--- src/include/dispatch_params.svh ---
`ifndef DISPATCH_PARAMS_SVH
`define DISPATCH_PARAMS_SVH

//////////////////////////////
// Group shape
//////////////////////////////

`define DISPATCH_WIDTH      4   // Instructions per group

//////////////////////////////
// Branch checkpoints
//////////////////////////////

`define CHECKPOINTS         8   // One mask bit per checkpoint
`define CHECKPOINTS_LOG     3

//////////////////////////////
// Instruction fields
//////////////////////////////

`define SIZE_PHYSICAL_LOG   7   // Physical register tag
`define SIZE_RMT_LOG        5   // Logical register id
`define SIZE_PC             32
`define SIZE_OPCODE         8
`define SIZE_IMMEDIATE      16

//////////////////////////////
// Back-end capacities
//////////////////////////////

// Count widths are one bit wider than the _LOG values
`define SIZE_LSQ            16  // Load queue and store queue each
`define SIZE_LSQ_LOG        4
`define SIZE_ISSUEQ         32
`define SIZE_ISSUEQ_LOG     5
`define SIZE_ACTIVELIST     64
`define SIZE_ACTIVELIST_LOG 6

`endif

--- src/logic/backendOccupancyPkg.sv ---
`include "dispatch_params.svh"

package backendOccupancyPkg;

  // Counts reach capacity itself, hence the extra bit
  typedef logic [`SIZE_LSQ_LOG:0]        lsqCntT;
  typedef logic [`SIZE_ISSUEQ_LOG:0]     issueqCntT;
  typedef logic [`SIZE_ACTIVELIST_LOG:0] alCntT;

  typedef struct packed {
    lsqCntT    loadQueueCnt;   // Entries in use
    lsqCntT    storeQueueCnt;
    issueqCntT issueQueueCnt;
    alCntT     activeListCnt;
  } occupancyT;

  typedef struct packed {
    logic loadFull;
    logic storeFull;
    logic issueqFull;
    logic alFull;
  } stallReasonT;

endpackage

--- src/logic/instPacketPkg.sv ---
`include "dispatch_params.svh"

package instPacketPkg;

  //////////////////////////////
  // Branch checkpoint types
  //////////////////////////////

  typedef logic [`CHECKPOINTS-1:0]     branchMaskT;     // One bit per open checkpoint
  typedef logic [`CHECKPOINTS_LOG-1:0] checkpointIdT;

  //////////////////////////////
  // Renamed instruction
  //////////////////////////////

  typedef struct packed {
    logic [`SIZE_RMT_LOG-1:0]      logDest;      // Needed by active list only
    logic                          isBranch;
    logic                          isStore;
    logic                          isLoad;
    branchMaskT                    branchMask;   // Unresolved branches ahead
    checkpointIdT                  checkpointId;
    logic [`SIZE_PHYSICAL_LOG-1:0] physSrc1;
    logic [`SIZE_PHYSICAL_LOG-1:0] physSrc2;
    logic [`SIZE_PHYSICAL_LOG-1:0] physDest;
    logic [`SIZE_PHYSICAL_LOG-1:0] physOldDest;  // Freed at commit
    logic [`SIZE_OPCODE-1:0]       opcode;
    logic [`SIZE_IMMEDIATE-1:0]    immediate;
    logic [`SIZE_PC-1:0]           pc;
  } renamedInstT;

  //////////////////////////////
  // Back-end packets
  //////////////////////////////

  // Issue queue sees everything but the logical destination
  typedef struct packed {
    logic                          isBranch;
    logic                          isStore;
    logic                          isLoad;
    branchMaskT                    branchMask;   // Already updated
    checkpointIdT                  checkpointId;
    logic [`SIZE_PHYSICAL_LOG-1:0] physSrc1;
    logic [`SIZE_PHYSICAL_LOG-1:0] physSrc2;
    logic [`SIZE_PHYSICAL_LOG-1:0] physDest;
    logic [`SIZE_PHYSICAL_LOG-1:0] physOldDest;
    logic [`SIZE_OPCODE-1:0]       opcode;
    logic [`SIZE_IMMEDIATE-1:0]    immediate;
    logic [`SIZE_PC-1:0]           pc;
  } issueqPacketT;

  typedef struct packed {
    logic                          isLoad;
    logic                          isStore;
    logic [`SIZE_PC-1:0]           pc;
    logic [`SIZE_RMT_LOG-1:0]      logDest;
    logic [`SIZE_PHYSICAL_LOG-1:0] physDest;
    logic [`SIZE_PHYSICAL_LOG-1:0] physOldDest;
  } alPacketT;

  typedef struct packed {
    branchMaskT branchMask;
    logic       isStore;
    logic       isLoad;
  } lsqPacketT;

endpackage

--- src/logic/backendPacketSplit.sv ---
`timescale 1ns/10ps
`include "dispatch_params.svh"

module backendPacketSplit
(
  input  instPacketPkg::renamedInstT  [`DISPATCH_WIDTH-1:0] renamed_i,
  input  instPacketPkg::branchMaskT   [`DISPATCH_WIDTH-1:0] updatedMask_i,
  output instPacketPkg::issueqPacketT [`DISPATCH_WIDTH-1:0] issueqPacket_o,
  output instPacketPkg::alPacketT     [`DISPATCH_WIDTH-1:0] alPacket_o,
  output instPacketPkg::lsqPacketT    [`DISPATCH_WIDTH-1:0] lsqPacket_o
);

  always_comb
  begin
    for (int lane = 0; lane < `DISPATCH_WIDTH; lane++)
    begin
      //////////////////////////////
      // Issue queue
      //////////////////////////////
      issueqPacket_o[lane].isBranch     = renamed_i[lane].isBranch;
      issueqPacket_o[lane].isStore      = renamed_i[lane].isStore;
      issueqPacket_o[lane].isLoad       = renamed_i[lane].isLoad;
      issueqPacket_o[lane].branchMask   = updatedMask_i[lane];   // Not the incoming mask
      issueqPacket_o[lane].checkpointId = renamed_i[lane].checkpointId;
      issueqPacket_o[lane].physSrc1     = renamed_i[lane].physSrc1;
      issueqPacket_o[lane].physSrc2     = renamed_i[lane].physSrc2;
      issueqPacket_o[lane].physDest     = renamed_i[lane].physDest;
      issueqPacket_o[lane].physOldDest  = renamed_i[lane].physOldDest;
      issueqPacket_o[lane].opcode       = renamed_i[lane].opcode;
      issueqPacket_o[lane].immediate    = renamed_i[lane].immediate;
      issueqPacket_o[lane].pc           = renamed_i[lane].pc;

      //////////////////////////////
      // Active list
      //////////////////////////////
      alPacket_o[lane].isLoad      = renamed_i[lane].isLoad;
      alPacket_o[lane].isStore     = renamed_i[lane].isStore;
      alPacket_o[lane].pc          = renamed_i[lane].pc;
      alPacket_o[lane].logDest     = renamed_i[lane].logDest;       // Arch state at commit
      alPacket_o[lane].physDest    = renamed_i[lane].physDest;
      alPacket_o[lane].physOldDest = renamed_i[lane].physOldDest;

      // Load/store queue only needs type and branch dependence
      lsqPacket_o[lane].branchMask = updatedMask_i[lane];
      lsqPacket_o[lane].isStore    = renamed_i[lane].isStore;
      lsqPacket_o[lane].isLoad     = renamed_i[lane].isLoad;
    end
  end

endmodule

--- src/logic/backendSpaceCheck.sv ---
`timescale 1ns/10ps
`include "dispatch_params.svh"

module backendSpaceCheck
(
  input  instPacketPkg::renamedInstT [`DISPATCH_WIDTH-1:0] renamed_i,
  input  backendOccupancyPkg::occupancyT                   occupancy_i,
  output backendOccupancyPkg::stallReasonT                 stallReason_o
);

  localparam int CntW = $clog2(`DISPATCH_WIDTH + 1);   // Holds 0..DISPATCH_WIDTH

  logic [CntW-1:0]                  loadCnt;
  logic [CntW-1:0]                  storeCnt;
  logic [`SIZE_LSQ_LOG+1:0]         loadSum;     // Carry bit for the compare
  logic [`SIZE_LSQ_LOG+1:0]         storeSum;
  logic [`SIZE_ISSUEQ_LOG+1:0]      issueqSum;
  logic [`SIZE_ACTIVELIST_LOG+1:0]  alSum;

  //////////////////////////////
  // Load and store count
  //////////////////////////////

  always_comb
  begin
    loadCnt  = '0;
    storeCnt = '0;
    for (int lane = 0; lane < `DISPATCH_WIDTH; lane++)
    begin
      loadCnt  = loadCnt  + CntW'(renamed_i[lane].isLoad);    // Same field on every lane
      storeCnt = storeCnt + CntW'(renamed_i[lane].isStore);
    end
  end

  //////////////////////////////
  // Room in each structure
  //////////////////////////////

  // Issue queue and active list take a full group regardless of content
  assign loadSum   = occupancy_i.loadQueueCnt  + loadCnt;
  assign storeSum  = occupancy_i.storeQueueCnt + storeCnt;
  assign issueqSum = occupancy_i.issueQueueCnt + `DISPATCH_WIDTH;
  assign alSum     = occupancy_i.activeListCnt + `DISPATCH_WIDTH;

  assign stallReason_o.loadFull   = (loadSum   > `SIZE_LSQ);
  assign stallReason_o.storeFull  = (storeSum  > `SIZE_LSQ);
  assign stallReason_o.issueqFull = (issueqSum > `SIZE_ISSUEQ);
  assign stallReason_o.alFull     = (alSum     > `SIZE_ACTIVELIST);

endmodule

--- src/logic/branchMaskUpdate.sv ---
`timescale 1ns/10ps
`include "dispatch_params.svh"

module branchMaskUpdate
(
  input  instPacketPkg::renamedInstT  [`DISPATCH_WIDTH-1:0] renamed_i,
  input  logic                                              ctrlVerified_i,
  input  instPacketPkg::checkpointIdT                       ctrlVerifiedId_i,
  output instPacketPkg::branchMaskT   [`DISPATCH_WIDTH-1:0] updatedMask_o
);

  instPacketPkg::branchMaskT clearMask;   // Bit of the verified checkpoint

  // A correctly resolved branch frees its checkpoint, so younger
  // instructions no longer depend on it
  always_comb
  begin
    clearMask = '0;
    if (ctrlVerified_i)
    begin
      clearMask[ctrlVerifiedId_i] = 1'b1;
    end
  end

  always_comb
  begin
    for (int lane = 0; lane < `DISPATCH_WIDTH; lane++)
    begin
      updatedMask_o[lane] = renamed_i[lane].branchMask & ~clearMask;   // Same for every lane
    end
  end

endmodule

--- src/logic/dispatch.sv ---
`timescale 1ns/10ps
`include "dispatch_params.svh"

module dispatch
(
  input  logic                                              renameReady_i,     // Rename has a group
  input  logic                                              flagRecoverEx_i,   // Recovery in execute
  input  logic                                              ctrlVerified_i,
  input  instPacketPkg::checkpointIdT                       ctrlVerifiedId_i,
  input  instPacketPkg::renamedInstT  [`DISPATCH_WIDTH-1:0] renamedPacket_i,
  input  backendOccupancyPkg::occupancyT                    occupancy_i,

  output instPacketPkg::issueqPacketT [`DISPATCH_WIDTH-1:0] issueqPacket_o,
  output instPacketPkg::alPacketT     [`DISPATCH_WIDTH-1:0] alPacket_o,
  output instPacketPkg::lsqPacketT    [`DISPATCH_WIDTH-1:0] lsqPacket_o,
  // Written back into the rename/dispatch pipeline register during a stall
  output instPacketPkg::branchMaskT   [`DISPATCH_WIDTH-1:0] updatedBranchMask_o,
  output logic                                              backEndReady_o,
  output logic                                              stallFrontEnd_o
);

  instPacketPkg::branchMaskT [`DISPATCH_WIDTH-1:0] updatedMask;
  backendOccupancyPkg::stallReasonT                stallReason;

  //////////////////////////////
  // Submodules
  //////////////////////////////

  branchMaskUpdate maskUpdate
  (
    .renamed_i        (renamedPacket_i),
    .ctrlVerified_i   (ctrlVerified_i),
    .ctrlVerifiedId_i (ctrlVerifiedId_i),
    .updatedMask_o    (updatedMask)
  );

  backendSpaceCheck spaceCheck
  (
    .renamed_i     (renamedPacket_i),
    .occupancy_i   (occupancy_i),
    .stallReason_o (stallReason)
  );

  backendPacketSplit packetSplit
  (
    .renamed_i      (renamedPacket_i),
    .updatedMask_i  (updatedMask),
    .issueqPacket_o (issueqPacket_o),
    .alPacket_o     (alPacket_o),
    .lsqPacket_o    (lsqPacket_o)
  );

  //////////////////////////////
  // Stall and ready
  //////////////////////////////

  assign updatedBranchMask_o = updatedMask;

  assign stallFrontEnd_o = |stallReason;   // Any full structure holds the group

  // Group leaves rename only with room, a group present and no recovery
  assign backEndReady_o = ~stallFrontEnd_o & renameReady_i & ~flagRecoverEx_i;

endmodule

--- config.mk ---
export PLATFORM = sky130hd
export DESIGN_NAME = dispatch
export DESIGN_NICKNAME = d
export VERILOG_FILES = /design/src/logic/backendOccupancyPkg.sv /design/src/logic/instPacketPkg.sv /design/src/logic/backendPacketSplit.sv /design/src/logic/backendSpaceCheck.sv /design/src/logic/branchMaskUpdate.sv /design/src/logic/dispatch.sv
export VERILOG_INCLUDE_DIRS = /design/src /design/src/include
export SDC_FILE = /design/constraint.sdc
export NUM_CORES = 1
export LEC_CHECK = 0
export BUFFER_PORTS_ARGS = -buffer_cell sky130_fd_sc_hd__buf_4
export CAP_MARGIN = 10
export CELL_PAD_IN_SITES_DETAIL_PLACEMENT = 1
export CELL_PAD_IN_SITES_GLOBAL_PLACEMENT = 2
export CORE_AREA = 4 4 430 432
export DETAILED_ROUTE_END_ITERATION = 12
export DIE_AREA = 0 0 434 436
export GPL_ROUTABILITY_DRIVEN = 1
export PLACE_DENSITY_LB_ADDON = 0.1
export RECOVER_POWER = 25
export SETUP_SLACK_MARGIN = 0.2
export SYNTH_ARGS = -nofsm -noshare
export SYNTH_HDL_FRONTEND = slang
export SYNTH_HIERARCHICAL = 1
export SYNTH_SLANG_ARGS = --single-unit
export TNS_END_PERCENT = 30
--- constraint.sdc ---
create_clock -name vclk -period 2.75
set_input_delay 0 -clock vclk [all_inputs]
set_output_delay 0 -clock vclk [all_outputs]
set_load 0.02 [all_outputs]
==> impl_metrics.py, run 1 <==
metrics = {
    "clock_network": {
        "postCtsSetupRepairBufs": 0,
        "cts-hold-fix-buffers": 0,
    },
    "run_status": {
        "failed_checks": "negative setup slack",
        "status": "complete, but fails checks",
    },
    "layout": {
        "fin_area_mm2": 0.00514,
        "multi_input_area_um2": 673,
        "drive_above_1_share_pct": 78.1,
        "ff_latch_area_um2": 0,
        "design.seq.count": 0,
        "antenna_cells": 0,
        "nets": 730,
        "area_growth_syn_to_layout_pct": -7.10,
        "nFillCells": 21600,
        "clkbuf_count": 0,
    },
    "detailed_routing": {
        "first_iter_violations": 43,
        "detail-route-antenna-nets": 0,
        "vias": 2109,
        "wl_per_cell_um": 8.54,
        "wl_um": 22600,
        "drt_first_pass_iters": 4,
        "drc_errors": 0,
        "via_per_inst": 0.796,
    },
    "power_and_ir_drop": {
        "p_leak_nw": 1.22,
        "finalPower_w": 0.000591,
        "power_density_mw_per_mm2": 115,
        "vdd_ir_drop_max_mv": 0.0312,
    },
    "hold_path": {
        "worstHoldStart": "renamedPacket_i[356]",
        "hold_class": "in -> out",
        "whs_endpoint": "issueqPacket_o[341]",
        "hold_path_depth": 0,
    },
    "place": {
        "dpl_cell_area_mm2": 0.00514,
        "gp_congestion": 0.559,
        "place_worst_setup_slack_ns": -0.0767,
        "port-buffer-count": 191,
        "dp.final_hpwl_um": 20600,
    },
    "critical_path": {
        "cpMostUsedCell": "buf_4",
        "cpPeakStageDelay_ns": 0.60,
        "cp_max_fo": 2,
        "cp.arrival_ns": 2.77,
        "worstPathRequired_ns": 2.75,
        "critPathKind": "in -> out",
        "crit_path_end_kind": "output port",
        "startpoint_type": "primary input",
        "cp_slowest_cell": "fa_2",
        "worstPathCellList": "buf_4 > fa_2 > fa_2 > inv_1 > fa_1 > nand2b_1 > a21oi_1 > a221oi_1 > buf_4 > or4_4 > nor3b_2 > buf_4",
    },
    "synth": {
        "ys_seq_area_share_pct": 0,
        "avgSynthCellArea_um2": 7.62,
        "yosysUniqueCellTypes": 26,
        "synth_top_area_share_pct": 87.3,
        "yosys_warnings": 6,
        "synthXorXnorAreaFrac_pct": 0,
        "synth_nets": 1176,
        "synth.area.top_cells": "buf_4, fa_1, nor2b_2, and2_1, and4bb_4",
        "syn_inst": 727,
        "synth_compound_area_share_pct": 1.45,
        "synth_top_family_by_area": "buffers and inverters",
        "synthMuxAreaShare_pct": 0,
        "synthAdderAreaFrac_pct": 2.62,
        "syn_area_mm2": 0.00554,
        "synthSimpleGateAreaFrac_pct": 8.00,
        "synth_top_cell_by_area": "buf_4",
    },
    "sta": {
        "min_period_ns": 2.77,
        "drv_slew": 0,
        "tightest_slew_ns": 0.512,
        "whs_ns": 0.00000776,
        "rsz0062_at_grt": "true",
        "max_slew_margin_pct": 65.7,
        "hold_violations": 0,
        "setup_viol": 1,
        "fin_crit_sh_pct": 101,
        "max_freq_mhz": 360,
        "finalWorstSetupSlack_ns": -0.0242,
    },
    "global_routing": {
        "grt_use_total_pct": 2.11,
        "grt_start_max_net_pins": 9,
        "antenna_found_initial": 3,
        "grt_pass1_vias": 2418,
        "grt_pass1_wl_um": 26600,
        "grt_overflow_total": 0,
    },
    "die": {
        "fp.dieW_um": 434,
        "core_area_mm2": 0.181,
        "ios": 1119,
        "start_util_pct": 3.07,
        "dieArea_mm2": 0.189,
        "die_h_um": 436,
        "fp-row-count": 156,
    },
    "run": {
        "maxCapViolations": 0,
    },
}
==> power by group <==
| part | internal (W) | switching [W] |
|---|---|---|
| sequential | 0 | 0 |
| combinational | 0.000258 | 0.000333 |
| clock | 0 | 0 |
==> worst max path at each step <==
stage,slack [ns],end,from
after CTS,-0.08,backEndReady_o,renamedPacket_i[302]
after global routing,-0.16,backEndReady_o,occupancy_i[13]
after detailed placement,-0.08,backEndReady_o,occupancy_i[13]
after floorplan,0.28,backEndReady_o,occupancy_i[18]
after global placement,-0.12,backEndReady_o,occupancy_i[13]
final,-0.02,backEndReady_o,occupancy_i[13]
==> metrics by stage <==
step                cells  util, %  setup TNS (ns)
global route         2649     2.85          -0.266
detailed placement   2649     2.85          -0.117
finish               2649     2.85         -0.0242
CTS                  2649     2.85          -0.125
floorplan             727        -               0
global placement     2649     2.85          -0.192
==> per-layer routing <==
layer	part of all wire [%]	vias to the layer above	track usage [%]
li1	-	680	-
met1	27	849	1.65
met2	45	401	3.36
met3	18	179	1.52
met4	11	0	2.01
met5	0	-	0.0768
==> kinds of logic (layout without fill, tap and decap cells) <==
family	count (synthesis)	in the layout
buffers and inverters	653	205
AOI/OAI and AO/OA	12	12
adders and majority gates	8	8
and+or+nand+nor	54	54
==> cell type report <==
type                       count  share of cell area [%]
inverter                       9                   0.657
tap                         2370                    57.7
timing repair buffer         196                    28.6
multi-input combinational     74                    13.1
==> cells in the final DEF, fill, tap and decap left out <==
master and count:
buf_4 196, and2_1 16, nor2b_2 12, inv_1 9, nor2b_1 6, a21oi_1 5, fa_1 4, and4bb_4 3
nand4b_1 3, nand2b_1 3, nand4_1 2, o21ai_0 2, nand4bb_1 2, fa_2 2, ha_1 2, or4_4 1
nor3b_2 1, nor4b_4 1, o2111ai_1 1, nor2_1 1, o21bai_1 1, nand2_1 1, and2_4 1, a221oi_2 1
nand3b_1 1, o21ai_1 1, a221oi_1 1
==> Yosys cell counts <==
master and instances:
nand2_1 1, nor2_1 1, nor2b_2 12, fa_1 6
nand2b_1 3, o21ai_1 1, inv_1 9, nand4b_1 3
buf_4 644, nor4b_4 1, nand3b_1 1, ha_1 2
and2_4 1, and4bb_4 3, a221oi_2 1, and2_1 16
a21oi_1 5, nor2b_1 6, nand4bb_1 2, nor3b_2 1
o21ai_0 2, or4_4 1, nand4_1 2, o21bai_1 1
a221oi_1 1, o2111ai_1 1
==> worst max-delay path: cells and delay by family <==
kind,cells,cell delay [ns]
AND/OR/NAND/NOR,3,0.70
buffers and inverters,4,0.52
adder cells (fa/ha/maj),3,1.30
AO/OA/AOI/OAI,2,0.26
==> repair_timing <==
action                                  CTS  global route
endpoints found under the setup margin    2             2
resized for setup                         2             0
cloned                                    0             0
pin swaps                                 2             1
Power figures use the tool's default switching activity.
==> run 2: changes to the inputs <==
--- a/config.mk
+++ b/config.mk
@@ -14,6 +14,7 @@
 export DETAILED_ROUTE_END_ITERATION = 12
 export DIE_AREA = 0 0 434 436
 export GPL_ROUTABILITY_DRIVEN = 1
+export MAX_ROUTING_LAYER = met4
 export PLACE_DENSITY_LB_ADDON = 0.1
 export RECOVER_POWER = 25
 export SETUP_SLACK_MARGIN = 0.2
==> run 2 against run 1 <==
Largest power group unchanged. Combinational power barely moved. Power up 0.60%. Largest cell class unchanged. Die area unchanged. Sequential cell count stayed put. The flow still finishes with violations (negative setup slack). Final cell count did not move. Design area unchanged. Worst hold slack unchanged. Non-clock buffer count is the same. First-iteration DRC count is 35% lower. Core utilization unchanged. Highest routed layer unchanged.
==> impl_metrics.py, run 2 (same netlist as run 1, synthesis figures left out) <==
metrics = {
    "sta": {
        "drv_slew": 0,
        "rsz0062_at_grt": "true",
        "whs_ns": 0.00000776,
        "min_period_ns": 2.79,
        "fin_crit_sh_pct": 101,
        "hold_violations": 0,
        "max_freq_mhz": 359,
        "finalWorstSetupSlack_ns": -0.0373,
        "setup_viol": 1,
        "max_slew_margin_pct": 65.7,
        "tightest_slew_ns": 0.513,
    },
    "layout": {
        "clkbuf_count": 0,
        "layout_commonest_cell": "buf_4",
        "design.seq.count": 0,
        "antenna_cells": 0,
        "ff_latch_area_um2": 0,
        "nFillCells": 21600,
        "fin_cells": 2649,
        "drive_above_1_share_pct": 78.1,
        "final_cell_mix": "buf_4, and2_1, nor2b_2",
        "area_growth_syn_to_layout_pct": -7.10,
        "post-route-util_pct": 2.85,
        "nets": 730,
    },
    "detailed_routing": {
        "drc_errors": 0,
        "first_iter_violations": 28,
        "wl_um": 22700,
        "via_per_inst": 0.804,
        "drt_first_pass_iters": 4,
        "detail-route-antenna-nets": 0,
        "wl_per_cell_um": 8.56,
        "vias": 2130,
    },
    "die": {
        "start_util_pct": 3.07,
        "ios": 1119,
        "core_area_mm2": 0.181,
        "fp-row-count": 156,
        "die_h_um": 436,
        "fp.dieW_um": 434,
        "dieArea_mm2": 0.189,
    },
    "clock_network": {
        "cts-hold-fix-buffers": 0,
        "postCtsSetupRepairBufs": 0,
    },
    "power_and_ir_drop": {
        "p_leak_nw": 1.22,
        "finalPower_w": 0.000594,
        "power_density_mw_per_mm2": 116,
        "vdd_ir_drop_max_mv": 0.0312,
    },
    "hold_path": {
        "worstHoldStart": "renamedPacket_i[356]",
        "hold_class": "in -> out",
    },
    "place": {
        "gp_congestion": 0.562,
        "dp.cells": 2649,
        "place_worst_setup_slack_ns": -0.0767,
        "dp.final_hpwl_um": 20600,
        "port-buffer-count": 191,
    },
    "global_routing": {
        "grt_use_total_pct": 2.17,
        "antenna_found_initial": 3,
        "grt_pass1_wl_um": 26700,
        "grt_start_max_net_pins": 9,
        "grt_pass1_vias": 2427,
        "grt_overflow_total": 0,
    },
    "critical_path": {
        "startpoint": "occupancy_i[13]",
        "crit_path_end_kind": "output port",
        "startpoint_type": "primary input",
        "cp_max_fo": 2,
        "critPathKind": "in -> out",
        "worstPathRequired_ns": 2.75,
        "cp.arrival_ns": 2.79,
    },
    "run": {
        "maxCapViolations": 0,
    },
    "run_status": {
        "failed_checks": "negative setup slack",
        "status": "complete, but fails checks",
    },
}
==> run 2: cell counts in the layout (fill, tap and decap cells not counted) <==
No cell type changed its count.
==> run 2: stage by stage <==
| step | cell area (um2) | setup TNS (ns) |
|---|---|---|
| 6_report | 5140 | -0.0373 |
| 5_1_grt | 5140 | -0.266 |
| 4_1_cts | 5140 | -0.125 |
| 3_5_place_dp | 5140 | -0.117 |
| 3_3_place_gp | 5140 | -0.192 |
| 2_1_floorplan | 5540 | 0 |
==> run 2: routing by layer <==
metal  share of wire [%]  track usage [%]
met5                   0                -
met4                  10             2.01
met3                  17             1.41
met2                  45             3.34
met1                  28             1.74
==> run 2: final cells by class <==
type / count / area (um2) / area share (%)
Tap cell: 2370 / 2970 / 57.7
Timing Repair Buffer: 196 / 1470 / 28.6
Multi-Input combinational cell: 74 / 673 / 13.1
Inverter: 9 / 33.8 / 0.657
==> run 2: path summary, 6_finish.rpt <==
kind	to	slack (ns)	cells after the start
worst max-delay path	backEndReady_o	-0.04	12
worst min-delay path	issueqPacket_o[341]	0.000008	0
==> run 2: where the power goes <==
| part | switching, W | internal, W | leakage [nW] |
|---|---|---|---|
| sequential | 0 | 0 | 0 |
| combinational | 0.000336 | 0.000258 | 1.22 |
| clock | 0 | 0 | 0 |
| total | 0.000336 | 0.000258 | 1.22 |
==> run 2: worst max-delay path, cell delays in order <==
cell      delay [ns]
buf_4           0.12
fa_2            0.60
fa_2            0.20
inv_1           0.05
fa_1            0.50
nand2b_1        0.09
a21oi_1         0.15
a221oi_1        0.11
buf_4           0.19
or4_4           0.44
nor3b_2         0.17
buf_4           0.17
==> run 2: timing repair <==
item / in CTS / in global routing
pin swaps: 2 / 1
endpoints found under the setup margin: 2 / 2
resized for setup: 2 / 0
==> run 3: changes to the inputs <==
--- a/config.mk
+++ b/config.mk
@@ -7,7 +7,7 @@
 export NUM_CORES = 1
 export LEC_CHECK = 0
 export BUFFER_PORTS_ARGS = -buffer_cell sky130_fd_sc_hd__buf_4
-export CAP_MARGIN = 10
+export CAP_MARGIN = 20
 export CELL_PAD_IN_SITES_DETAIL_PLACEMENT = 1
 export CELL_PAD_IN_SITES_GLOBAL_PLACEMENT = 2
 export CORE_AREA = 4 4 430 432
@@ -15,7 +15,7 @@
 export DIE_AREA = 0 0 434 436
 export GPL_ROUTABILITY_DRIVEN = 1
 export MAX_ROUTING_LAYER = met4
-export PLACE_DENSITY_LB_ADDON = 0.1
+export PLACE_DENSITY = 0.34
 export RECOVER_POWER = 25
 export SETUP_SLACK_MARGIN = 0.2
 export SYNTH_ARGS = -nofsm -noshare
==> constraint.sdc (replaced) <==
create_clock -name vclk -period 3.1
set_input_delay 0 -clock vclk [all_inputs]
set_output_delay 0 -clock vclk [all_outputs]
set_load 0.02 [all_outputs]
==> run 3 against run 2 <==
The flow now finishes without violations. Power increased by 0.60%. Worst hold slack unchanged. Sequential share of layout area unchanged. Sequential cell count unchanged. Critical endpoint unchanged. Critical path type unchanged. First-iteration DRC count increased to 5.6 times the previous value. Final cell count about the same. Setup slack improved by 0.49 ns. Core utilization about the same.
==> impl_metrics.py, run 3 (same netlist as run 1, synthesis figures left out) <==
metrics = {
    "critical_path": {
        "critPathBufInv": 3,
        "cpPeakStageDelay_ns": 0.55,
        "worstPathCellList": "buf_4 > fa_1 > fa_1 > inv_1 > fa_1 > nand2b_1 > o21ai_0 > a221oi_2 > or4_4 > nor3b_2 > buf_4",
        "startpoint_type": "primary input",
        "cpMostUsedCell": "fa_1",
        "worst_path_dominant_cell_family": "adder cells",
        "critPathKind": "in -> out",
        "cp.arrival_ns": 2.65,
        "cp_slowest_cell": "fa_1",
        "crit_path_end_kind": "output port",
        "cp_max_fo": 2,
        "worstPathRequired_ns": 3.10,
    },
    "clock_network": {
        "cts-hold-fix-buffers": 0,
        "postCtsSetupRepairBufs": 0,
        "postCtsResizedCells": 0,
    },
    "sta": {
        "hold_violations": 0,
        "min_period_ns": 2.65,
        "setup_viol": 0,
        "finalWorstSetupSlack_ns": 0.450,
        "fin_crit_sh_pct": 85.5,
        "rsz0062_at_grt": "false",
        "max_freq_mhz": 377,
        "drv_slew": 0,
        "max_slew_margin_pct": 42.1,
        "tns_ns": 0,
        "tightest_slew_ns": 0.867,
    },
    "layout": {
        "clkbuf_count": 0,
        "area_growth_syn_to_layout_pct": -7.28,
        "post-route-util_pct": 2.84,
        "ff_latch_area_um2": 0,
        "drive_above_1_share_pct": 77.3,
        "fin_cells": 2651,
        "layout_commonest_cell": "buf_4",
        "design.seq.count": 0,
        "final_cell_mix": "buf_4, and2_1, nor2b_2",
        "nets": 728,
        "nFillCells": 21500,
    },
    "place": {
        "dp.final_hpwl_um": 72800,
        "dp.cells": 2647,
        "place_worst_setup_slack_ns": 0.442,
        "port-buffer-count": 191,
        "gp_congestion": 0.760,
    },
    "global_routing": {
        "grt_overflow_total": 0,
        "grt_use_total_pct": 7.80,
        "grt_pass1_vias": 2617,
        "grt_start_max_net_pins": 9,
        "grt_pass1_wl_um": 82200,
        "antenna_found_initial": 15,
    },
    "detailed_routing": {
        "detail-route-antenna-nets": 0,
        "wl_um": 76400,
        "vias": 2595,
        "wl_per_cell_um": 28.8,
        "drt_first_pass_iters": 6,
        "drc_errors": 0,
        "via_per_inst": 0.979,
        "first_iter_violations": 156,
    },
    "die": {
        "start_util_pct": 3.07,
        "die_h_um": 436,
        "fp.dieW_um": 434,
        "fp-row-count": 156,
        "ios": 1119,
        "core_area_mm2": 0.181,
        "dieArea_mm2": 0.189,
    },
    "run": {
        "maxCapViolations": 0,
    },
    "power_and_ir_drop": {
        "finalPower_w": 0.000598,
        "vdd_ir_drop_max_mv": 0.0303,
        "p_leak_nw": 1.21,
        "power_density_mw_per_mm2": 116,
    },
    "hold_path": {
        "hold_class": "in -> out",
    },
    "run_status": {
        "status": "completed",
    },
}
==> run 3: cell count changes in the layout (fill, tap and decap cells not counted) <==
cell	delta
fa_2	-2
buf_4	-2
diode_2	+4
fa_1	+2
==> run 3: layout make-up <==
class / instances / area, um2 / share of cell area (%)
timing repair buffer: 194 / 1460 / 28.4
tap: 2370 / 2970 / 57.8
inverter: 9 / 33.8 / 0.658
multi-input combinational: 74 / 668 / 13.0
antenna: 4 / 10.0 / 0.195
==> run 3: per-layer routing <==
layer | up-vias | part of all wire [%] | global-route usage [%]
met2 | 673 | 43 | 11.6
li1 | 686 | - | -
met3 | 192 | 33 | 11.6
met1 | 1044 | 20 | 4.54
met4 | 0 | 3.7 | 2.18
met5 | - | 0 | -
==> run 3: where the power goes <==
part	internal, W	total [W]	switching [W]
Clock	0.000000000163	0.000000000163	0
Combinational	0.000224	0.000598	0.000374
Sequential	0	0	0
Total	0.000224	0.000598	0.000374
==> run 3: worst paths after layout <==
check / start / endpoint / slack, ns / cells after the start
worst max-delay path: occupancy_i[18] / backEndReady_o / 0.45 / 11
worst min-delay path: renamedPacket_i[203] / alPacket_o[69] / 0.000008 / 0
==> run 3: per-stage QoR <==
stage / hold slack (ns) / instance area (um2)
floorplan: 0.0511 / 5540
finish: 0.00000776 / 5130
CTS: 0.000137 / 5120
global placement: 0.000137 / 5120
global route: 0.0000293 / 5130
detailed placement: 0.000137 / 5120
